[config.mk]
export PLATFORM = sky130hd
export DESIGN_NAME = control_unit
export DESIGN_NICKNAME = d
export VERILOG_FILES = /design/src/design/cu_pkg.sv /design/src/design/instr_decoder.sv /design/src/design/micro_sequencer.sv /design/src/design/control_store.sv /design/src/design/control_unit.sv
export SDC_FILE = /design/constraint.sdc
export NUM_CORES = 1
export LEC_CHECK = 0
export BUFFER_PORTS_ARGS = -buffer_cell sky130_fd_sc_hd__buf_2
export CAP_MARGIN = 20
export CORE_MARGIN = 3
export CORE_UTILIZATION = 55
export CTS_BUF_LIST = sky130_fd_sc_hd__clkbuf_8
export CTS_CLUSTER_DIAMETER = 40
export DETAILED_ROUTE_END_ITERATION = 7
export GPL_TIMING_DRIVEN = 0
export PLACE_DENSITY_LB_ADDON = 0.1
export SLEW_MARGIN = 20
export SYNTH_ARGS = -nofsm -noshare
export SYNTH_HDL_FRONTEND = slang
export SYNTH_SLANG_ARGS = --single-unit
export TNS_END_PERCENT = 20
[constraint.sdc]
create_clock -name clk -period 2.25 [get_ports clk]
set_input_delay 0.45 -clock clk [delete_from_list [all_inputs] [get_ports clk]]
set_output_delay 0.45 -clock clk [all_outputs]
set_load 0.02 [all_outputs]
[src/design/cu_pkg.sv]
`default_nettype none

package cu_pkg;

	// ----------------------------------------
	// instruction word
	// ----------------------------------------
	typedef logic [7:0] instr_t;
	typedef logic [3:0] operand_t;

	typedef enum logic [3:0] {
		NOP     = 4'h0,
		CLAC    = 4'h1,
		LDAC    = 4'h2,
		STAC    = 4'h3,
		MVR     = 4'h4,
		MVAC    = 4'h5,
		MUL     = 4'h6,
		ADD     = 4'h7,
		SUB     = 4'h8,
		DIV     = 4'h9,
		JPNZ    = 4'hA,
		INCAC   = 4'hB,
		DECAC   = 4'hC,
		END_PRG = 4'hF
	} opcode_t;

	// operand codes in the lower nibble.
	localparam operand_t OPD_LOAD  = 4'd0;
	localparam operand_t OPD_STORE = 4'd0;
	localparam operand_t OPD_JUMP  = 4'd0;
	localparam operand_t OPD_A     = 4'd1;
	localparam operand_t OPD_B     = 4'd2;
	localparam operand_t OPD_C     = 4'd3;
	localparam operand_t OPD_SR    = 4'd4;
	localparam operand_t OPD_CDR   = 4'd5;
	localparam operand_t OPD_PR    = 4'd6;
	localparam operand_t OPD_R     = 4'd7;
	localparam operand_t OPD_SR_IR = 4'd8;
	localparam operand_t OPD_NOC   = 4'd9;
	localparam operand_t OPD_CID   = 4'd10;
	localparam operand_t OPD_CLA   = 4'd11;
	localparam operand_t OPD_LAST  = 4'd15;

	// ----------------------------------------
	// control word fields
	// ----------------------------------------
	typedef logic [4:0] mux_sel_t;
	typedef logic [3:0] load_sel_t;
	typedef logic [2:0] inc_sel_t;
	typedef logic [2:0] alu_op_t;

	localparam mux_sel_t SEL_DR    = 5'd0;
	localparam mux_sel_t SEL_PR    = 5'd1;
	localparam mux_sel_t SEL_SR    = 5'd2;
	localparam mux_sel_t SEL_CDR   = 5'd3;
	localparam mux_sel_t SEL_R     = 5'd4;
	localparam mux_sel_t SEL_TR    = 5'd5;
	localparam mux_sel_t SEL_A     = 5'd6;
	localparam mux_sel_t SEL_B     = 5'd7;
	localparam mux_sel_t SEL_C     = 5'd8;
	localparam mux_sel_t SEL_AC    = 5'd9;
	localparam mux_sel_t SEL_DRAM  = 5'd10;
	localparam mux_sel_t SEL_IRAM  = 5'd11;
	localparam mux_sel_t SEL_DRTR  = 5'd12; // DR and TR joined.
	localparam mux_sel_t SEL_ACINV = 5'd13;
	localparam mux_sel_t SEL_CLA   = 5'd14;
	localparam mux_sel_t SEL_NOC   = 5'd15;
	localparam mux_sel_t SEL_CID   = 5'd16;
	localparam mux_sel_t SEL_NONE  = 5'd31; // bus floats.

	localparam load_sel_t LOAD_OFF = 4'd0;
	localparam load_sel_t LOAD_PC  = 4'd1;
	localparam load_sel_t LOAD_IR  = 4'd2;
	localparam load_sel_t LOAD_AR  = 4'd3;
	localparam load_sel_t LOAD_DR  = 4'd4;
	localparam load_sel_t LOAD_PR  = 4'd5;
	localparam load_sel_t LOAD_SR  = 4'd6;
	localparam load_sel_t LOAD_CDR = 4'd7;
	localparam load_sel_t LOAD_R   = 4'd8;
	localparam load_sel_t LOAD_TR  = 4'd9;
	localparam load_sel_t LOAD_A   = 4'd10;
	localparam load_sel_t LOAD_B   = 4'd11;
	localparam load_sel_t LOAD_C   = 4'd12;
	localparam load_sel_t LOAD_AC  = 4'd13;
	localparam load_sel_t LOAD_CLA = 4'd14;
	localparam load_sel_t LOAD_NOC = 4'd15;

	localparam inc_sel_t INC_OFF = 3'd0;
	localparam inc_sel_t INC_PC  = 3'd1;
	localparam inc_sel_t INC_R   = 3'd2;
	localparam inc_sel_t INC_A   = 3'd3;
	localparam inc_sel_t INC_B   = 3'd4;
	localparam inc_sel_t INC_C   = 3'd5;
	localparam inc_sel_t INC_AC  = 3'd6;
	localparam inc_sel_t INC_AR  = 3'd7;

	localparam alu_op_t ALU_IDLE = 3'd0;
	localparam alu_op_t ALU_MUL  = 3'd1;
	localparam alu_op_t ALU_ADD  = 3'd2;
	localparam alu_op_t ALU_SUB  = 3'd3;
	localparam alu_op_t ALU_DIV  = 3'd4;

	// ----------------------------------------
	// sequencer states
	// ----------------------------------------
	typedef enum logic [6:0] {
		S_FETCH1, S_FETCH2, S_FETCH3, S_FETCH4,
		S_NOP, S_CLAC,
		S_LDAC1, S_LDAC2, S_LDAC3, S_LDAC4, S_LDAC5, S_LDAC6,
		S_LDAC7, S_LDAC8, S_LDAC9, S_LDAC10, S_LDAC11,
		S_STAC1, S_STAC2, S_STAC3, S_STAC4, S_STAC5, S_STAC6, S_STAC7,
		S_MVR_SR, S_MVR_CDR, S_MVR_A, S_MVR_CID, S_MVR_CLA,
		S_MVAC_A, S_MVAC_B, S_MVAC_C, S_MVAC_CDR, S_MVAC_SR,
		S_MVAC_PR, S_MVAC_R, S_MVAC_NOC, S_MVAC_CLA,
		S_MUL_PR, S_ADD_CDR, S_ADD_SR, S_ADD_SR_IR,
		S_SUB_R, S_SUB_CDR, S_DIV_NOC,
		S_JPNZ_Y1, S_JPNZ_Y2, S_JPNZ_Y3, S_JPNZ_N,
		S_LAST_Y1, S_LAST_Y2, S_LAST_Y3, S_LAST_N,
		S_INCAC, S_DECAC, S_IDLE
	} cu_state_t;

endpackage

`default_nettype wire

[src/design/instr_decoder.sv]
`timescale 1ns/100ps
`default_nettype none

module instr_decoder
(
	input wire cu_pkg::instr_t instruction,
	input wire zflag,
	output cu_pkg::cu_state_t entry_state
);

	cu_pkg::opcode_t opcode;
	cu_pkg::operand_t operand;

	assign opcode = cu_pkg::opcode_t'(instruction[7:4]);
	assign operand = instruction[3:0];

	always_comb
	begin
		entry_state = cu_pkg::S_IDLE; // illegal combos halt.
		case (opcode)
			cu_pkg::NOP: entry_state = cu_pkg::S_NOP;
			cu_pkg::CLAC: entry_state = cu_pkg::S_CLAC;
			cu_pkg::LDAC:
				if (operand == cu_pkg::OPD_LOAD)
					entry_state = cu_pkg::S_LDAC1;
			cu_pkg::STAC:
				if (operand == cu_pkg::OPD_STORE)
					entry_state = cu_pkg::S_STAC1;
			cu_pkg::MVR:
				case (operand)
					cu_pkg::OPD_SR: entry_state = cu_pkg::S_MVR_SR;
					cu_pkg::OPD_CDR: entry_state = cu_pkg::S_MVR_CDR;
					cu_pkg::OPD_A: entry_state = cu_pkg::S_MVR_A;
					cu_pkg::OPD_CID: entry_state = cu_pkg::S_MVR_CID;
					cu_pkg::OPD_CLA: entry_state = cu_pkg::S_MVR_CLA;
					default: entry_state = cu_pkg::S_IDLE;
				endcase
			cu_pkg::MVAC:
				case (operand)
					cu_pkg::OPD_A: entry_state = cu_pkg::S_MVAC_A;
					cu_pkg::OPD_B: entry_state = cu_pkg::S_MVAC_B;
					cu_pkg::OPD_C: entry_state = cu_pkg::S_MVAC_C;
					cu_pkg::OPD_CDR: entry_state = cu_pkg::S_MVAC_CDR;
					cu_pkg::OPD_SR: entry_state = cu_pkg::S_MVAC_SR;
					cu_pkg::OPD_PR: entry_state = cu_pkg::S_MVAC_PR;
					cu_pkg::OPD_R: entry_state = cu_pkg::S_MVAC_R;
					cu_pkg::OPD_NOC: entry_state = cu_pkg::S_MVAC_NOC;
					cu_pkg::OPD_CLA: entry_state = cu_pkg::S_MVAC_CLA;
					default: entry_state = cu_pkg::S_IDLE;
				endcase
			cu_pkg::MUL:
				if (operand == cu_pkg::OPD_PR)
					entry_state = cu_pkg::S_MUL_PR;
			cu_pkg::ADD:
				case (operand)
					cu_pkg::OPD_CDR: entry_state = cu_pkg::S_ADD_CDR;
					cu_pkg::OPD_SR: entry_state = cu_pkg::S_ADD_SR;
					cu_pkg::OPD_SR_IR: entry_state = cu_pkg::S_ADD_SR_IR;
					default: entry_state = cu_pkg::S_IDLE;
				endcase
			cu_pkg::SUB:
				case (operand)
					cu_pkg::OPD_R: entry_state = cu_pkg::S_SUB_R;
					cu_pkg::OPD_CDR: entry_state = cu_pkg::S_SUB_CDR;
					default: entry_state = cu_pkg::S_IDLE;
				endcase
			cu_pkg::DIV:
				if (operand == cu_pkg::OPD_NOC)
					entry_state = cu_pkg::S_DIV_NOC;
			// jump taken while zflag is low.
			cu_pkg::JPNZ:
				case (operand)
					cu_pkg::OPD_JUMP: entry_state = zflag ? cu_pkg::S_JPNZ_N : cu_pkg::S_JPNZ_Y1;
					cu_pkg::OPD_LAST: entry_state = zflag ? cu_pkg::S_LAST_N : cu_pkg::S_LAST_Y1;
					default: entry_state = cu_pkg::S_IDLE;
				endcase
			cu_pkg::INCAC: entry_state = cu_pkg::S_INCAC;
			cu_pkg::DECAC: entry_state = cu_pkg::S_DECAC;
			default: entry_state = cu_pkg::S_IDLE; // END_PRG too.
		endcase
	end

endmodule

`default_nettype wire

[src/design/micro_sequencer.sv]
`timescale 1ns/100ps
`default_nettype none

module micro_sequencer
(
	input wire clk,
	input wire reset,
	input wire start_sig,
	input wire cu_pkg::cu_state_t entry_state,
	output cu_pkg::cu_state_t state,
	output logic rst_PC
);

	cu_pkg::cu_state_t next_state;

	always_comb
	begin
		case (state)
			// ----------------------------------------
			// fetch
			// ----------------------------------------
			cu_pkg::S_FETCH1: next_state = cu_pkg::S_FETCH2;
			cu_pkg::S_FETCH2: next_state = cu_pkg::S_FETCH3;
			cu_pkg::S_FETCH3: next_state = cu_pkg::S_FETCH4;
			cu_pkg::S_FETCH4: next_state = entry_state; // decode point.

			// ----------------------------------------
			// multi-step chains
			// ----------------------------------------
			cu_pkg::S_LDAC1: next_state = cu_pkg::S_LDAC2;
			cu_pkg::S_LDAC2: next_state = cu_pkg::S_LDAC3;
			cu_pkg::S_LDAC3: next_state = cu_pkg::S_LDAC4;
			cu_pkg::S_LDAC4: next_state = cu_pkg::S_LDAC5;
			cu_pkg::S_LDAC5: next_state = cu_pkg::S_LDAC6;
			cu_pkg::S_LDAC6: next_state = cu_pkg::S_LDAC7;
			cu_pkg::S_LDAC7: next_state = cu_pkg::S_LDAC8;
			cu_pkg::S_LDAC8: next_state = cu_pkg::S_LDAC9;
			cu_pkg::S_LDAC9: next_state = cu_pkg::S_LDAC10;
			cu_pkg::S_LDAC10: next_state = cu_pkg::S_LDAC11;
			cu_pkg::S_STAC1: next_state = cu_pkg::S_STAC2;
			cu_pkg::S_STAC2: next_state = cu_pkg::S_STAC3;
			cu_pkg::S_STAC3: next_state = cu_pkg::S_STAC4;
			cu_pkg::S_STAC4: next_state = cu_pkg::S_STAC5;
			cu_pkg::S_STAC5: next_state = cu_pkg::S_STAC6;
			cu_pkg::S_STAC6: next_state = cu_pkg::S_STAC7;
			cu_pkg::S_JPNZ_Y1: next_state = cu_pkg::S_JPNZ_Y2;
			cu_pkg::S_JPNZ_Y2: next_state = cu_pkg::S_JPNZ_Y3;
			cu_pkg::S_LAST_Y1: next_state = cu_pkg::S_LAST_Y2;
			cu_pkg::S_LAST_Y2: next_state = cu_pkg::S_LAST_Y3;
			cu_pkg::S_LAST_Y3: next_state = cu_pkg::S_IDLE; // program ends.

			// chain ends and single-step instructions.
			cu_pkg::S_LDAC11, cu_pkg::S_STAC7, cu_pkg::S_JPNZ_Y3,
			cu_pkg::S_JPNZ_N, cu_pkg::S_LAST_N,
			cu_pkg::S_NOP, cu_pkg::S_CLAC, cu_pkg::S_INCAC, cu_pkg::S_DECAC,
			cu_pkg::S_MVR_SR, cu_pkg::S_MVR_CDR, cu_pkg::S_MVR_A,
			cu_pkg::S_MVR_CID, cu_pkg::S_MVR_CLA,
			cu_pkg::S_MVAC_A, cu_pkg::S_MVAC_B, cu_pkg::S_MVAC_C,
			cu_pkg::S_MVAC_CDR, cu_pkg::S_MVAC_SR, cu_pkg::S_MVAC_PR,
			cu_pkg::S_MVAC_R, cu_pkg::S_MVAC_NOC, cu_pkg::S_MVAC_CLA,
			cu_pkg::S_MUL_PR, cu_pkg::S_ADD_CDR, cu_pkg::S_ADD_SR,
			cu_pkg::S_ADD_SR_IR, cu_pkg::S_SUB_R, cu_pkg::S_SUB_CDR,
			cu_pkg::S_DIV_NOC: next_state = cu_pkg::S_FETCH1;

			// start is active low in idle.
			cu_pkg::S_IDLE: next_state = start_sig ? cu_pkg::S_IDLE : cu_pkg::S_FETCH1;
			default: next_state = cu_pkg::S_IDLE;
		endcase
	end

	always_ff @(posedge clk)
	begin
		if (reset)
		begin
			state <= cu_pkg::S_IDLE;
			rst_PC <= 1'b0;
		end
		else
		begin
			state <= next_state;
			rst_PC <= (state == cu_pkg::S_IDLE) && !start_sig; // one cycle on leaving idle.
		end
	end

endmodule

`default_nettype wire

[src/design/control_store.sv]
`timescale 1ns/100ps
`default_nettype none

module control_store
(
	input wire clk,
	input wire reset,
	input wire cu_pkg::cu_state_t state,
	output cu_pkg::mux_sel_t mux_sig,
	output cu_pkg::load_sel_t load_decode_sig,
	output cu_pkg::alu_op_t alu_sig,
	output cu_pkg::inc_sel_t inc_decode_sig,
	output logic busy_sig,
	output logic clear_ac,
	output logic dec_ac,
	output logic iram_read,
	output logic dram_read,
	output logic dram_write
);

	cu_pkg::mux_sel_t mux_nxt;
	cu_pkg::load_sel_t load_nxt;
	cu_pkg::alu_op_t alu_nxt;
	cu_pkg::inc_sel_t inc_nxt;
	logic busy_nxt;
	logic clear_nxt;
	logic dec_nxt;
	logic iram_rd_nxt;
	logic dram_rd_nxt;
	logic dram_wr_nxt;

	// ----------------------------------------
	// control word per state
	// ----------------------------------------
	always_comb
	begin
		mux_nxt = cu_pkg::SEL_NONE;
		load_nxt = cu_pkg::LOAD_OFF;
		alu_nxt = cu_pkg::ALU_IDLE;
		inc_nxt = cu_pkg::INC_OFF;
		busy_nxt = (state != cu_pkg::S_IDLE);
		clear_nxt = 1'b0;
		dec_nxt = 1'b0;
		iram_rd_nxt = 1'b0;
		dram_rd_nxt = 1'b0;
		dram_wr_nxt = 1'b0;

		case (state)
			// fetch and operand address read share the same steps.
			cu_pkg::S_FETCH1, cu_pkg::S_LDAC1, cu_pkg::S_STAC1,
			cu_pkg::S_JPNZ_Y1, cu_pkg::S_LAST_Y1: iram_rd_nxt = 1'b1;
			cu_pkg::S_FETCH2, cu_pkg::S_LDAC2, cu_pkg::S_LDAC4,
			cu_pkg::S_STAC2, cu_pkg::S_STAC4,
			cu_pkg::S_JPNZ_Y2, cu_pkg::S_LAST_Y2:
			begin
				mux_nxt = cu_pkg::SEL_IRAM;
				load_nxt = cu_pkg::LOAD_DR;
			end
			cu_pkg::S_FETCH3:
			begin
				mux_nxt = cu_pkg::SEL_DR;
				load_nxt = cu_pkg::LOAD_IR;
				inc_nxt = cu_pkg::INC_PC;
			end
			cu_pkg::S_CLAC: clear_nxt = 1'b1;

			// address low byte to TR, then high byte.
			cu_pkg::S_LDAC3, cu_pkg::S_STAC3:
			begin
				mux_nxt = cu_pkg::SEL_DR;
				load_nxt = cu_pkg::LOAD_TR;
				inc_nxt = cu_pkg::INC_PC;
				iram_rd_nxt = 1'b1;
			end
			cu_pkg::S_LDAC5, cu_pkg::S_STAC5:
			begin
				mux_nxt = cu_pkg::SEL_DRTR;
				load_nxt = cu_pkg::LOAD_AR;
				inc_nxt = cu_pkg::INC_PC;
				dram_rd_nxt = (state == cu_pkg::S_LDAC5);
			end
			cu_pkg::S_LDAC6, cu_pkg::S_LDAC9: dram_rd_nxt = 1'b1;
			cu_pkg::S_LDAC7, cu_pkg::S_LDAC10:
			begin
				mux_nxt = cu_pkg::SEL_DRAM;
				load_nxt = cu_pkg::LOAD_DR;
			end
			cu_pkg::S_LDAC8:
			begin
				mux_nxt = cu_pkg::SEL_DR;
				load_nxt = cu_pkg::LOAD_TR;
				inc_nxt = cu_pkg::INC_AR;
				dram_rd_nxt = 1'b1;
			end
			cu_pkg::S_LDAC11:
			begin
				mux_nxt = cu_pkg::SEL_DRTR;
				load_nxt = cu_pkg::LOAD_AC;
			end

			// AC written as two bytes.
			cu_pkg::S_STAC6:
			begin
				mux_nxt = cu_pkg::SEL_AC;
				load_nxt = cu_pkg::LOAD_DR;
				dram_wr_nxt = 1'b1;
			end
			cu_pkg::S_STAC7:
			begin
				mux_nxt = cu_pkg::SEL_ACINV;
				load_nxt = cu_pkg::LOAD_DR;
				inc_nxt = cu_pkg::INC_AR;
				dram_wr_nxt = 1'b1;
			end

			// ----------------------------------------
			// register moves
			// ----------------------------------------
			cu_pkg::S_MVR_SR, cu_pkg::S_MVR_CDR, cu_pkg::S_MVR_A,
			cu_pkg::S_MVR_CID, cu_pkg::S_MVR_CLA:
			begin
				load_nxt = cu_pkg::LOAD_AC;
				case (state)
					cu_pkg::S_MVR_SR: mux_nxt = cu_pkg::SEL_SR;
					cu_pkg::S_MVR_CDR: mux_nxt = cu_pkg::SEL_CDR;
					cu_pkg::S_MVR_A: mux_nxt = cu_pkg::SEL_A;
					cu_pkg::S_MVR_CID: mux_nxt = cu_pkg::SEL_CID;
					default: mux_nxt = cu_pkg::SEL_CLA;
				endcase
			end
			cu_pkg::S_MVAC_A: {mux_nxt, load_nxt} = {cu_pkg::SEL_AC, cu_pkg::LOAD_A};
			cu_pkg::S_MVAC_B: {mux_nxt, load_nxt} = {cu_pkg::SEL_AC, cu_pkg::LOAD_B};
			cu_pkg::S_MVAC_C: {mux_nxt, load_nxt} = {cu_pkg::SEL_AC, cu_pkg::LOAD_C};
			cu_pkg::S_MVAC_CDR: {mux_nxt, load_nxt} = {cu_pkg::SEL_AC, cu_pkg::LOAD_CDR};
			cu_pkg::S_MVAC_SR: {mux_nxt, load_nxt} = {cu_pkg::SEL_AC, cu_pkg::LOAD_SR};
			cu_pkg::S_MVAC_PR: {mux_nxt, load_nxt} = {cu_pkg::SEL_AC, cu_pkg::LOAD_PR};
			cu_pkg::S_MVAC_R: {mux_nxt, load_nxt} = {cu_pkg::SEL_AC, cu_pkg::LOAD_R};
			cu_pkg::S_MVAC_NOC: {mux_nxt, load_nxt} = {cu_pkg::SEL_AC, cu_pkg::LOAD_NOC};
			cu_pkg::S_MVAC_CLA: {mux_nxt, load_nxt} = {cu_pkg::SEL_AC, cu_pkg::LOAD_CLA};

			// alu against one register.
			cu_pkg::S_MUL_PR: {mux_nxt, alu_nxt} = {cu_pkg::SEL_PR, cu_pkg::ALU_MUL};
			cu_pkg::S_ADD_CDR: {mux_nxt, alu_nxt} = {cu_pkg::SEL_CDR, cu_pkg::ALU_ADD};
			cu_pkg::S_ADD_SR: {mux_nxt, alu_nxt} = {cu_pkg::SEL_SR, cu_pkg::ALU_ADD};
			cu_pkg::S_ADD_SR_IR:
			begin
				{mux_nxt, alu_nxt} = {cu_pkg::SEL_SR, cu_pkg::ALU_ADD};
				inc_nxt = cu_pkg::INC_R;
			end
			cu_pkg::S_SUB_R: {mux_nxt, alu_nxt} = {cu_pkg::SEL_R, cu_pkg::ALU_SUB};
			cu_pkg::S_SUB_CDR: {mux_nxt, alu_nxt} = {cu_pkg::SEL_CDR, cu_pkg::ALU_SUB};
			cu_pkg::S_DIV_NOC: {mux_nxt, alu_nxt} = {cu_pkg::SEL_NOC, cu_pkg::ALU_DIV};

			cu_pkg::S_JPNZ_Y3, cu_pkg::S_LAST_Y3:
			begin
				mux_nxt = cu_pkg::SEL_DR;
				load_nxt = cu_pkg::LOAD_PC;
			end
			cu_pkg::S_JPNZ_N, cu_pkg::S_LAST_N: inc_nxt = cu_pkg::INC_PC; // skip target.
			cu_pkg::S_INCAC: inc_nxt = cu_pkg::INC_AC;
			cu_pkg::S_DECAC: dec_nxt = 1'b1;
			default: ; // FETCH4, NOP and idle carry no word.
		endcase
	end

	always_ff @(posedge clk)
	begin
		if (reset)
		begin
			mux_sig <= cu_pkg::SEL_NONE;
			load_decode_sig <= cu_pkg::LOAD_OFF;
			alu_sig <= cu_pkg::ALU_IDLE;
			inc_decode_sig <= cu_pkg::INC_OFF;
			busy_sig <= 1'b0;
			clear_ac <= 1'b0;
			dec_ac <= 1'b0;
			iram_read <= 1'b0;
			dram_read <= 1'b0;
			dram_write <= 1'b0;
		end
		else
		begin
			mux_sig <= mux_nxt;
			load_decode_sig <= load_nxt;
			alu_sig <= alu_nxt;
			inc_decode_sig <= inc_nxt;
			busy_sig <= busy_nxt;
			clear_ac <= clear_nxt;
			dec_ac <= dec_nxt;
			iram_read <= iram_rd_nxt;
			dram_read <= dram_rd_nxt;
			dram_write <= dram_wr_nxt;
		end
	end

endmodule

`default_nettype wire

[src/design/control_unit.sv]
`timescale 1ns/100ps
`default_nettype none

module control_unit
(
	input wire clk,
	input wire reset,
	input wire cu_pkg::instr_t instruction,
	input wire zflag,
	input wire start_sig,
	output cu_pkg::mux_sel_t mux_sig,
	output cu_pkg::load_sel_t load_decode_sig,
	output cu_pkg::alu_op_t alu_sig,
	output cu_pkg::inc_sel_t inc_decode_sig,
	output logic busy_sig,
	output logic rst_PC,
	output logic clear_ac,
	output logic dec_ac,
	output logic iram_read,
	output logic dram_read,
	output logic dram_write
);

	cu_pkg::cu_state_t entry_state;
	cu_pkg::cu_state_t state;

	// ----------------------------------------
	// decode, sequence, control word
	// ----------------------------------------
	instr_decoder u_decoder
	(
		.instruction(instruction),
		.zflag(zflag),
		.entry_state(entry_state)
	);

	micro_sequencer u_sequencer
	(
		.clk(clk),
		.reset(reset),
		.start_sig(start_sig),
		.entry_state(entry_state),
		.state(state),
		.rst_PC(rst_PC)
	);

	control_store u_store
	(
		.clk(clk),
		.reset(reset),
		.state(state),
		.mux_sig(mux_sig),
		.load_decode_sig(load_decode_sig),
		.alu_sig(alu_sig),
		.inc_decode_sig(inc_decode_sig),
		.busy_sig(busy_sig),
		.clear_ac(clear_ac),
		.dec_ac(dec_ac),
		.iram_read(iram_read),
		.dram_read(dram_read),
		.dram_write(dram_write)
	);

endmodule

`default_nettype wire

; ---- After elaboration in Yosys (flattened, before gate mapping)
; Memories as Yosys holds them, arrays and structs flattened.
; Cells that the tools add are included.
[word_totals]
in_bits = 12
out_inout_bits = 22
reg_bits = 29
mem_bits_ro = 96
n_memories = 1
elab_cells = 140
[memory_table]
columns = memory, depth, width, rd, rd_ports_with_merged_regs, wr, line_no
row1 = (no name shown), 16, 6, 1, 0, 0, instr_decoder.sv:39  ; case (operand)
[classes]
eq_ne = 78
n_mux = 23
n_reduce_logical = 26
[op_table]
columns = operator, n
row1 = 7-bit case mux with 26 select lines, 1
row2 = 7-bit by 6-bit equality test with 1-bit output (second input constant), 24
row3 = 7-bit by 5-bit equality test with 1-bit output (second input constant), 16
row4 = 7-bit case mux with 13 select lines, 1
row5 = 4-bit case mux with 15 select lines, 1
row6 = 5-bit case mux with 12 select lines, 1
row7 = 7-bit by 4-bit equality test with 1-bit output (second input constant), 8
row8 = 4-bit equality test (second input constant), 10
row9 = 4-bit by 3-bit equality test with 1-bit output (second input constant), 8
row10 = 6-bit case mux with 5 select lines, 1
row11 = 30-bit OR reduction, 1
row12 = 7-bit by 3-bit equality test with 1-bit output (second input constant), 4
row13 = 3-bit case mux with 4 select lines, 2
row14 = 7-bit OR reduction, 3
row15 = 5-bit case mux with 4 select lines, 1
row16 = 6-bit 2-to-1 mux, 3
row17 = 2-bit OR reduction, 8
row18 = 5-bit 2-to-1 mux, 3
row19 = 5-bit case mux with 3 select lines, 1
row20 = 7-bit by 2-bit equality test with 1-bit output (second input constant), 2
row21 = 7-bit case mux with 2 select lines, 1
row22 = 3-bit OR reduction, 4
row23 = 6-bit OR reduction, 2
row24 = 11-bit OR reduction, 1
row25 = 14 further kinds, 20

; ---- Depth between registers and ports, before layout
; Gate-level depths: netlist of run 1.
[depth]
depth_word = 4
mapped_depth = 9
depth_no_buf = 7

; ---- By module
; A second synthesis of run 1 with hierarchy kept.
[unflattened]
hier_cells = 415
hier_area_um2 = 3065.4
[by_module_without_submodules]
columns = mod, seq_area_each_um2, instances, cells_each, area_each_um2
row1 = control_store, 420.4, 1, 182, 1432.6
row2 = micro_sequencer, 160.2, 1, 112, 858.3
row3 = instr_decoder, 0.0, 1, 121, 774.5

; ---- Least setup slack after synthesis of run 1
; OpenSTA, ideal clock, no wires.
[synth_timing]
path_kind = in2reg
startpoint = in instruction[1]
endpoint = reg u_sequencer.state[1]
path_buffers = 2
setup_ns = 0.131
path_stages = 9
t_arrival_ns = 1.924
path_slack_ns = 0.196
t_required_ns = 2.119
path_cell_list = inv_1 > ha_1 > buf_4 > or3b_1 > buf_6 > a31oi_4 > o2111ai_2 > nor4b_2 > o211ai_1
[synth_between]
elab_chain_len = 4
word_cells_on_any_way = 17
cone_classes = eq/ne: 8 / mux: 7 / reduce/logical: 1 / memory: 1
[synth_rtl]
columns = item, line_no
row1 = start: declaration, control_unit.sv:8  ; input wire cu_pkg::instr_t instruction,
row2 = branches (longest 2 deep; another with memory 16 x 6 bit), -
row3 = 7-bit case mux with 13 select lines *, instr_decoder.sv:20  ; case (opcode)
row4 = 7-bit case mux with 26 select lines *, micro_sequencer.sv:18  ; case (state)
row5 = end signal: assignment, micro_sequencer.sv:75  ; state <= cu_pkg::S_IDLE;
row6 = end signal: assignment, micro_sequencer.sv:80  ; state <= next_state;
row7 = end: declaration, micro_sequencer.sv:10  ; output cu_pkg::cu_state_t state,
; Every way passes the cells marked *.
; A chain may end at the register's enable or synchronous reset.

; ---- Final worst setup path of run 1
[layout_timing]
startpoint = in instruction[1]
endpoint = reg u_sequencer.state[0]
[layout_between]
elab_chain_len = 4
word_cells_on_any_way = 21
cone_classes = eq/ne: 10 / mux: 9 / reduce/logical: 1 / memory: 1
[layout_rtl]
columns = item, line_no
row1 = branches (longest 2 deep; another with memory 16 x 6 bit), -
row2 = 7-bit case mux with 13 select lines *, instr_decoder.sv:20
row3 = 7-bit case mux with 26 select lines *, micro_sequencer.sv:18
; Marks and branches as above.

==> run metrics, run 1 <==
setup ws final=approximately 110 ps; final hold violations=0; Worst-Margin Slew=765 ps; synthesized area per cell=7.12 µm²; Core ar.=4750 µm²; global route overflow=0; maxcap violations=0; worst-skew pair later-pin latency=roughly 280 ps; period utilization=0.953; Initial DRC Count=620; nets=roughly 440; layout cells sized above 1=0.149; critical path launch point type=input port; layout overhead on the synthesized area=9.86%; clock sinks=28; Max IR drop VDD=0.000632 V; Routed Antenna Nets=0; required time of the critical path=2380 ps; Slew Limit Fails=0; fmax=466 MHz; Post-synth top flop=dfxtp_1; DR pass1 iterations=6; post-placement cell area=2970 µm²; kind of critical path=in2reg; diode count=0; Synth cell types=67; Hold Buf Count CTS=0; # H-tree levels=1; final setup vio count=0; Leak=roughly 1.3 nW; area occupied by multi-input gates=a little under 2000 µm²; post-cts resize count=0; DR vias/cell=6.86; Synth Register Bits=28; CTS root buf=clkbuf_8; deepest clock path buffer count=2; Post-synth top cells=nor2_1 (35), nand2_1 (32), a21oi_1 (30); Layout Skew=approximately 15 ps; Place WS=-177 ps; yosys warns=0; count leader, synth=nor2_1; GRT Overall Usage=0.323; residual DRC count=0; antenna violations before repair=0; Final HPWL DP=~7.2 mm; number of global-route vias before repair=2981; Post-synth EDFFs=0; critical path capture point type=register; RePlAce Congestion=1.03; die height=76.6 µm; synthesized net count=404; Fill cells=461; CTS tree=built; Worst Hold Class=in2reg; x dimension of the die=76.6 µm; Final Non-Filler Cells=between 400 and 500; row cnt=25; Synth top area share=0.205; routed vias=3318; Placed Cells incl. Taps=481; FF/Latch Area=~560 µm²; WL per Instance=19.6 µm; io pins=34; I/O Buffers=29; first-pass GRT wire length=about 15 mm; Routed WL=9.49 mm; cell taking the most area after synthesis=dfxtp_1; post-synthesis sequential area ratio=0.205; Final Critical Period=2140 ps; Setup Buffers After CTS=0; outcome=finished clean; Power Dens Cells=1150 nW/µm²; die area=5870 µm²; mapped cell area=2740 µm²; WP data arrival=between 2000 and 2500 ps; post-layout power=3.48 mW; Design Area, Final=3010 µm²; largest net degree at the start of global routing=15; CTS Buf Count=3; largest cells by area after synthesis=dfxtp_1 (20%), a21oi_1 (5.5%), nor2_1 (4.8%); Mapped Cells=385; async set-reset flop share out of synthesis=0; Initial Utilization=0.576; Clock transition at path regs=80 ps; CP Max Fanout=9; Fin Setup TNS=0 ps; RSZ-0062 raised after global routing=false; Rel. slew slack=0.477
per-layer routing:
metal  vias up  share of wire  global-route usage  wire length (µm)
met4         0          0.054               0.156               510
met1      1447           0.39               0.427              3680
met3        69           0.13              0.0626              1260
li1       1497              -                   -                 -
met5         -              0                   0                 0
met2       305           0.43               0.501              4040
worst paths after layout:
kind	endpoint	cells past startpoint	slack [ps]	from
max	u_sequencer.state[0]	10	110	instruction[1]
min	u_sequencer.rst_PC	2	350	start_sig
max reg2reg	u_store.load_decode_sig[3]	7	120	u_sequencer.state[4]
min reg2reg	u_store.mux_sig[4]	2	710	u_sequencer.state[4]
where the power goes:
| group | leakage [nW] | internal, mW | switching (mW) |
|---|---|---|---|
| Combinational | 1.01 | 0.816 | 1.69 |
| Clock | 0.0216 | 0.120 | 0.153 |
| Sequential | 0.230 | 0.637 | 0.0559 |
| Total | 1.27 | 1.57 | 1.90 |
cell usage in the layout (no fill, tap or decap), types with 8 or more instances in the layout:
cell type  instances
and3_1             8
buf_2             45
a31oi_1            8
nor2_1            35
nand2b_1          16
nor2b_1           10
nand2_1           32
o21ai_0           25
nand3_1           11
dfxtp_1           28
o22ai_1           10
inv_1             11
o211ai_1           8
a21oi_1           30
clkbuf_1          15
logic make-up after synthesis:
logic type,after synthesis,share of synthesized area
adder cells (fa/ha/maj),7,0.0320
buffers and inverters,49,0.0817
multiplexers,5,0.0187
XOR/XNOR,4,0.0128
flip-flops,28,0.205
AND/OR/NAND/NOR,155,0.306
AO/OA/AOI/OAI,137,0.344
per-stage QoR:
step                      utilization  hold slack, ps
after floorplan                     -             528
after global placement          0.624             631
after detailed placement        0.624             632
after CTS                       0.633             340
after global routing            0.633             350
final                           0.633             346
registers in the layout, summed over array words and instances (netlist names):
signal and count:
u_sequencer.rst_PC 1, u_sequencer.state 6, u_store.alu_sig 3, u_store.busy_sig 1, u_store.clear_ac 1, u_store.dec_ac 1, u_store.dram_read 1, u_store.dram_write 1
u_store.inc_decode_sig 3, u_store.iram_read 1, u_store.load_decode_sig 4, u_store.mux_sig 5
critical path, stage by stage:
cell and delay (ps):
buf_2 130, inv_1 110, ha_1 160, buf_4 160
or3b_1 370, buf_6 150, a22oi_1 170, o22ai_1 140
nor4b_2 300, o211ai_1 140
layout make-up:
| class | count | area share |
|---|---|---|
| Sequential cell | 28 | 0.186 |
| Tap cell | 67 | 0.0278 |
| Inverter | 11 | 0.0137 |
| Buffer | 38 | 0.0607 |
| Timing Repair Buffer | 29 | 0.0482 |
| Multi-Input combinational cell | 308 | 0.650 |
| Clock buffer | 3 | 0.0137 |
(Power assumes the default switching activity.)
==> inputs of run 2 (changes only) <==
--- a/config.mk
+++ b/config.mk
@@ -13,7 +13,7 @@
 export CTS_CLUSTER_DIAMETER = 40
 export DETAILED_ROUTE_END_ITERATION = 7
 export GPL_TIMING_DRIVEN = 0
-export PLACE_DENSITY_LB_ADDON = 0.1
+export PLACE_DENSITY = 0.87
 export SLEW_MARGIN = 20
 export SYNTH_ARGS = -nofsm -noshare
 export SYNTH_HDL_FRONTEND = slang
==> constraint.sdc (replaced) <==
create_clock -name clk -period 2.7 [get_ports clk]
set_input_delay 0.54 -clock clk [delete_from_list [all_inputs] [get_ports clk]]
set_output_delay 0.54 -clock clk [all_outputs]
set_load 0.02 [all_outputs]
==> run metrics, run 2 (synthesis gave the netlist of run 1 again) <==
required time of the critical path=2920 ps (+540 ps); Fill cells=441 (-4.3%); Worst path slowest cell=a311oi_1; Power Dens Cells=998 nW/µm² (-14%); CTS tree=built; post-cts resize count=0 (unchanged); RePlAce Congestion=1.13 (+10%); Clock transition at path regs=100 ps (+20 ps); layout overhead on the synthesized area=11.0%; CP Max Fanout=10 (+1); deepest clock path buffer count=2 (unchanged); Layout Skew=4.94 ps (-10.2 ps); Critical path buffers and inverters=2 (-2); io pins=34 (unchanged); Design Area, Final=3040 µm² (+1.0%); DR vias/cell=7.02 (+2.5%); Fin Setup TNS=0 ps (unchanged); die height=76.6 µm (unchanged); I/O Buffers=29 (unchanged); row cnt=25 (unchanged); DR pass1 iterations=8 (+2); most frequent cells in the layout=buf_2 (45), nor2_1 (35), nand2_1 (32), a21oi_1 (30), dfxtp_1 (28); post-placement cell area=2970 µm² (unchanged); kind of critical path=reg2reg; Core ar.=4750 µm² (unchanged); routed vias=3407 (+2.7%); number of global-route vias before repair=2994 (+0.44%); most common cell after layout, fill and taps aside=buf_2; global route overflow=0 (unchanged); Max IR drop VDD=0.000666 V (+5.4%); Initial Utilization=0.576 (unchanged); Biggest register=u_sequencer.state; final setup vio count=0 (unchanged); Rel. slew slack=0.434 (-0.0431); maxcap violations=0 (unchanged); diode count=0 (unchanged); failing checks=design-rule violations; Worst Hold Class=in2reg; max FFs per register=6 (unchanged); CTS root buf=clkbuf_8; CP top delay family=compound AO/OA/AOI/OAI gates; Routed Antenna Nets=0 (unchanged); area occupied by multi-input gates=1960 µm² (unchanged); die area=5870 µm² (unchanged); final hold violations=0 (unchanged); fmax=around 440 MHz; antenna violations before repair=1 (+1); Final Critical Period=2290 ps; crit-path most repeated cell=buf_2; first-pass GRT wire length=15.0 mm (-2.6%); Setup Buffers After CTS=0 (unchanged); largest net degree at the start of global routing=17 (+2); biggest regs=u_sequencer.state: 6 flops, u_store.mux_sig: 5 flops, u_store.load_decode_sig: 4 flops; x dimension of the die=76.6 µm (unchanged); Worst-Margin Slew=843 ps (+78.8 ps); Final HPWL DP=6.71 mm (-6.8%); RSZ-0062 raised after global routing=false; Leak=1.28 nW (+1.1%); WL per Instance=19.4 µm (-1.1%); critical path capture point type=register; Critical Path, Cell by Cell=buf_2 > buf_2 > o21ai_0 > nand2_1 > nor2_1 > a311oi_1 > o31a_1; worst-skew pair later-pin latency=280 ps (about the same); Initial DRC Count=901 (+45%); outcome=finished with violations; Hold Buf Count CTS=0 (unchanged); CTS Buf Count=3 (unchanged); # H-tree levels=1 (unchanged); nets=438 (unchanged); Routed WL=9.41 mm (-0.86%); GRT Overall Usage=0.312 (-0.0109); Worst path max stage delay=720 ps (+350 ps); Slew Limit Fails=0 (unchanged); period utilization=0.848; residual DRC count=39 (+39); layout cells sized above 1=0.151 (+0.00204); clock sinks=28 (unchanged); WP data arrival=2510 ps (+240 ps); critical path launch point type=register; FF/Latch Area=561 µm² (unchanged)
[run 2: cell types whose count changed in the layout (fill, tap and decap cells not counted)]
cell / delta
bufinv_16: +1
[run 2: layer usage]
metal | share of wire | vias to the layer above | global-route usage
met1 | 0.41 | 1485 | 0.451
li1 | - | 1492 | -
met3 | 0.15 | 90 | 0.109
met2 | 0.38 | 340 | 0.402
met5 | 0 | - | 0
met4 | 0.064 | 0 | 0.154
[run 2: path summary, 6_finish.rpt]
| kind | end | slack, ps | from | depth (start not counted) |
|---|---|---|---|---|
| worst max-delay path | u_store.load_decode_sig[0] | 410 | u_sequencer.state[4] | 7 |
| worst min-delay path | u_sequencer.rst_PC | 420 | start_sig | 2 |
| worst max register to register | u_store.load_decode_sig[0] | 410 | u_sequencer.state[4] | 7 |
| worst min register to register | u_store.mux_sig[4] | 660 | u_sequencer.state[4] | 2 |
[run 2: metrics by stage]
step	power, mW	cells	hold slack (ps)	util	setup WS (ps)
after detailed placement	2.56	481	632	0.624	164
after CTS	2.91	485	419	0.639	477
after floorplan	2.01	385	567	-	556
after global placement	2.55	481	642	0.624	227
final	3.04	485	424	0.639	411
after global routing	3.17	485	428	0.639	355
[run 2: worst register-to-register path, delay by kind of cell, from the launching register on]
kind | cells | cell delay, ps
flip-flops | 1 | 420
AO/OA/AOI/OAI | 3 | 1120
buffers and inverters | 2 | 560
AND/OR/NAND/NOR | 2 | 140
[run 2: area by class of cell]
cell class	instances	share of cell area
Timing Repair Buffer	29	0.0477
Multi-Input combinational cell	308	0.643
Tap cell	67	0.0276
Inverter	11	0.0136
Clock buffer	3	0.0136
Buffer	38	0.0601
Clock inverter	1	0.00988
Sequential cell	28	0.184
[run 2: where the power goes]
group          internal, mW  leakage [nW]  switching (mW)
Combinational         0.679          1.01            1.44
Clock                 0.199        0.0357           0.142
Sequential            0.530         0.230          0.0493
==> inputs of run 3 (changes only) <==
--- a/config.mk
+++ b/config.mk
@@ -5,15 +5,16 @@
 export SDC_FILE = /design/constraint.sdc
 export NUM_CORES = 1
 export LEC_CHECK = 0
+export ABC_AREA = 1
 export BUFFER_PORTS_ARGS = -buffer_cell sky130_fd_sc_hd__buf_2
 export CAP_MARGIN = 20
 export CORE_MARGIN = 3
-export CORE_UTILIZATION = 55
+export CORE_UTILIZATION = 54
 export CTS_BUF_LIST = sky130_fd_sc_hd__clkbuf_8
 export CTS_CLUSTER_DIAMETER = 40
 export DETAILED_ROUTE_END_ITERATION = 7
 export GPL_TIMING_DRIVEN = 0
-export PLACE_DENSITY = 0.87
+export PLACE_DENSITY = 0.9
 export SLEW_MARGIN = 20
 export SYNTH_ARGS = -nofsm -noshare
 export SYNTH_HDL_FRONTEND = slang
==> constraint.sdc (replaced) <==
create_clock -name clk -period 1.85 [get_ports clk]
set_input_delay 0.37 -clock clk [delete_from_list [all_inputs] [get_ports clk]]
set_output_delay 0.37 -clock clk [all_outputs]
set_load 0.02 [all_outputs]
==> run metrics, run 3 <==
kind of critical path=reg2reg; io pins=34 (unchanged); WL per Instance=16.3 µm (-16%); Routed Antenna Nets=0 (unchanged); Synth top area share=0.234 (+0.0294); Post-synth top cells=nand2_1 (153), nor2_1 (77), nand3_1 (57); Place WS=-126 ps (-290 ps); Worst-Margin Slew=584 ps (-259 ps); max FFs per register=6 (unchanged); Layout Skew=8.49 ps (+3.55 ps); Initial DRC Count=548 (-39%); die area=5390 µm² (-8.1%); Clock transition at path regs=100 ps (about the same); CTS Buf Count=3 (unchanged); required time of the critical path=2000 ps (-920 ps); layout overhead on the synthesized area=18.8%; Fill cells=388 (-12%); biggest regs=u_sequencer.state: 6 flops, u_store.mux_sig: 5 flops, u_store.load_decode_sig: 4 flops; crit-path most repeated cell=nand2_1; RePlAce Congestion=1.03 (-9.3%); worst-skew pair later-pin latency=270 ps (about the same); RSZ-0062 raised after global routing=true; Net Sw Frac=0.529 (-0.00711); final setup vio count=0 (unchanged); die height=73.4 µm (-4.1%); Post-synth top flop=dfxtp_1; Core ar.=4200 µm² (-12%); Rel. slew slack=0.610 (+0.176); R2R Path Start=u_sequencer.state[2]; DR vias/cell=6.06 (-14%); diode count=0 (unchanged); DR pass1 iterations=6 (-2); Synth Register Bits=28 (unchanged); final hold violations=0 (unchanged); Critical path buffers and inverters=1 (-1); Leak=1.64 nW (+28%); part of the power in combinational logic=0.628 (-0.069); Worst path max stage delay=390 ps (-330 ps); Hold Crit Depth=2 (unchanged); Flop pwr share=0.275 (+0.084); mapped cell area=2450 µm² (-10%); period utilization=0.978 (+0.131); P_int=1.59 mW (+13%); CP Max Fanout=5 (-5); row cnt=23 (-8.0%); clock sinks=28 (unchanged); CP top delay family=simple AND/OR/NAND/NOR gates; Reg2Reg Setup Slack=40 ps (-370 ps); yosys warns=0 (unchanged); # H-tree levels=1 (unchanged); WP data arrival=1960 ps (-550 ps); fmax=552 MHz (+26%); WHS Endpoint=u_sequencer.rst_PC; Routed WL=8.70 mm (-7.6%); clock network fraction of total power=0.097 (-0.015); async set-reset flop share out of synthesis=0 (unchanged); most frequent cells in the layout=nand2_1 (146), nor2_1 (63), nand3_1 (54), buf_2 (33), inv_1 (30); residual DRC count=0 (-100%); antenna violations before repair=0 (-1); Worst Hold Class=in2reg; deepest clock path buffer count=2 (unchanged); critical path launch point type=register; synthesized area per cell=5.52 µm² (-22%); setup ws final=40.0 ps (-371 ps); sw power=1.78 mW (+9.6%); Max IR drop VDD=0.000534 V (-20%); synthesized net count=464 (+15%); GRT Overall Usage=0.319 (+0.00666); Biggest register=u_sequencer.state; critical path capture point type=register; post-layout util=0.694 (+0.0547); Worst path slowest cell=dfxtp_4; Final Critical Period=1810 ps (-479 ps); post-synthesis sequential area ratio=0.228 (+0.0238); nets=505 (+15%); Hold Path Origin=start_sig; first-pass GRT wire length=13.3 mm (-12%); R2R Path End=u_sequencer.state[1]; largest cells by area after synthesis=nand2_1 (23%), dfxtp_1 (23%), nor2_1 (12%); outcome=finished clean; Synth cell types=30 (-55%); maxcap violations=0 (unchanged); Post-synth EDFFs=0 (unchanged); Power Dens Cells=1160 nW/µm² (+16%); layout cells sized above 1=0.200 (+0.0497); most common cell after layout, fill and taps aside=nand2_1; Initial Utilization=0.584 (+0.00796); routed vias=3236 (-5.0%); cell taking the most area after synthesis=nand2_1; number of global-route vias before repair=2683 (-10%); CTS root buf=clkbuf_8; FF-to-FF path depth=12 (+5); Crit path depth=12 (+5); Hold Buf Count CTS=0 (unchanged); x dimension of the die=73.4 µm (-4.1%); Slew Limit Fails=0 (unchanged); global route overflow=0 (unchanged); largest net degree at the start of global routing=15 (-2); Mapped Cells=445 (+16%); I/O Buffers=31 (+6.9%); Final HPWL DP=6.74 mm (+0.41%); count leader, synth=nand2_1; Critical Path, Cell by Cell=inv_1 > nand2_2 > nor2_2 > nand2_1 > nand2_1 > nor2_1 > nand2_1 > nor2_1 > nand2_1 > nor2_4 > nor2_4 > nand3_1; CTS tree=built
-- run 3: area by class of cell --
type	instances	area, µm²	area share
multi-input cells	371	1840	0.631
flip-flops and latches	28	581	0.199
repair buffers	36	193	0.0661
inverters	39	150	0.0515
well taps	50	62.6	0.0215
plain buffers	7	47.5	0.0163
clock buffers	3	41.3	0.0142
-- run 3: power groups by stage --
| stage | Combinational (mW) | Clock (mW) | Sequential (mW) |
|---|---|---|---|
| 6_report | 2.12 | 0.326 | 0.927 |
| 5_1_grt | 2.27 | 0.341 | 0.938 |
| 4_1_cts | 1.80 | 0.320 | 0.871 |
| 3_5_place_dp | 1.77 | 0 | 0.876 |
| 3_3_place_gp | 1.76 | 0 | 0.870 |
| 2_1_floorplan | 1.12 | 0 | 1.00 |
-- run 3: kinds of logic after synthesis --
| group | count (synthesis) | synth area share |
|---|---|---|
| simple gates | 327 | 0.572 |
| fa+ha+maj | 7 | 0.0357 |
| compound gates | 37 | 0.0856 |
| buf+inv | 46 | 0.0780 |
| flops | 28 | 0.228 |
-- run 3: timing repair --
item | CTS | global route
setup endpoints to repair | 7 | 13
gates resized for setup | 9 | 48
buffers inserted | 0 | 5
pin swaps | 0 | 4
-- run 3: per-stage QoR --
step           cell area, µm²  setup TNS (ps)  instances  total power [mW]  hold slack, ps
3_5_place_dp             2670            -315        526              2.64             562
6_report                 2920               0        534              3.37             272
4_1_cts                  2740               0        529              2.99             277
5_1_grt                  2920           -50.1        534              3.54             288
3_3_place_gp             2670            -449        526              2.63             559
2_1_floorplan            2450               0        445              2.13             449
-- run 3: worst register-to-register path: cells and delay by family (launching register included) --
kind          cells  cell delay [ps]
simple gates     11             1120
flops             1              390
buf+inv           1              190
-- run 3: metal layers --
metal | track usage | vias up | wire length, µm
met3 | 0.0739 | 21 | 1190
li1 | - | 1536 | -
met4 | 0.0584 | 0 | 134
met2 | 0.453 | 250 | 3600
met1 | 0.488 | 1429 | 3780
met5 | 0 | - | 0
-- run 3: how the worst max path moves through the flow --
stage                         startpoint                    to  slack [ps]
floorplan                 instruction[2]  u_sequencer.state[2]         210
global placement          instruction[2]  u_sequencer.state[2]        -130
detailed placement        instruction[2]  u_sequencer.state[2]        -130
CTS                 u_sequencer.state[0]  u_sequencer.state[1]          10
global route        u_sequencer.state[4]  u_sequencer.state[1]         -20
finish              u_sequencer.state[2]  u_sequencer.state[1]          40
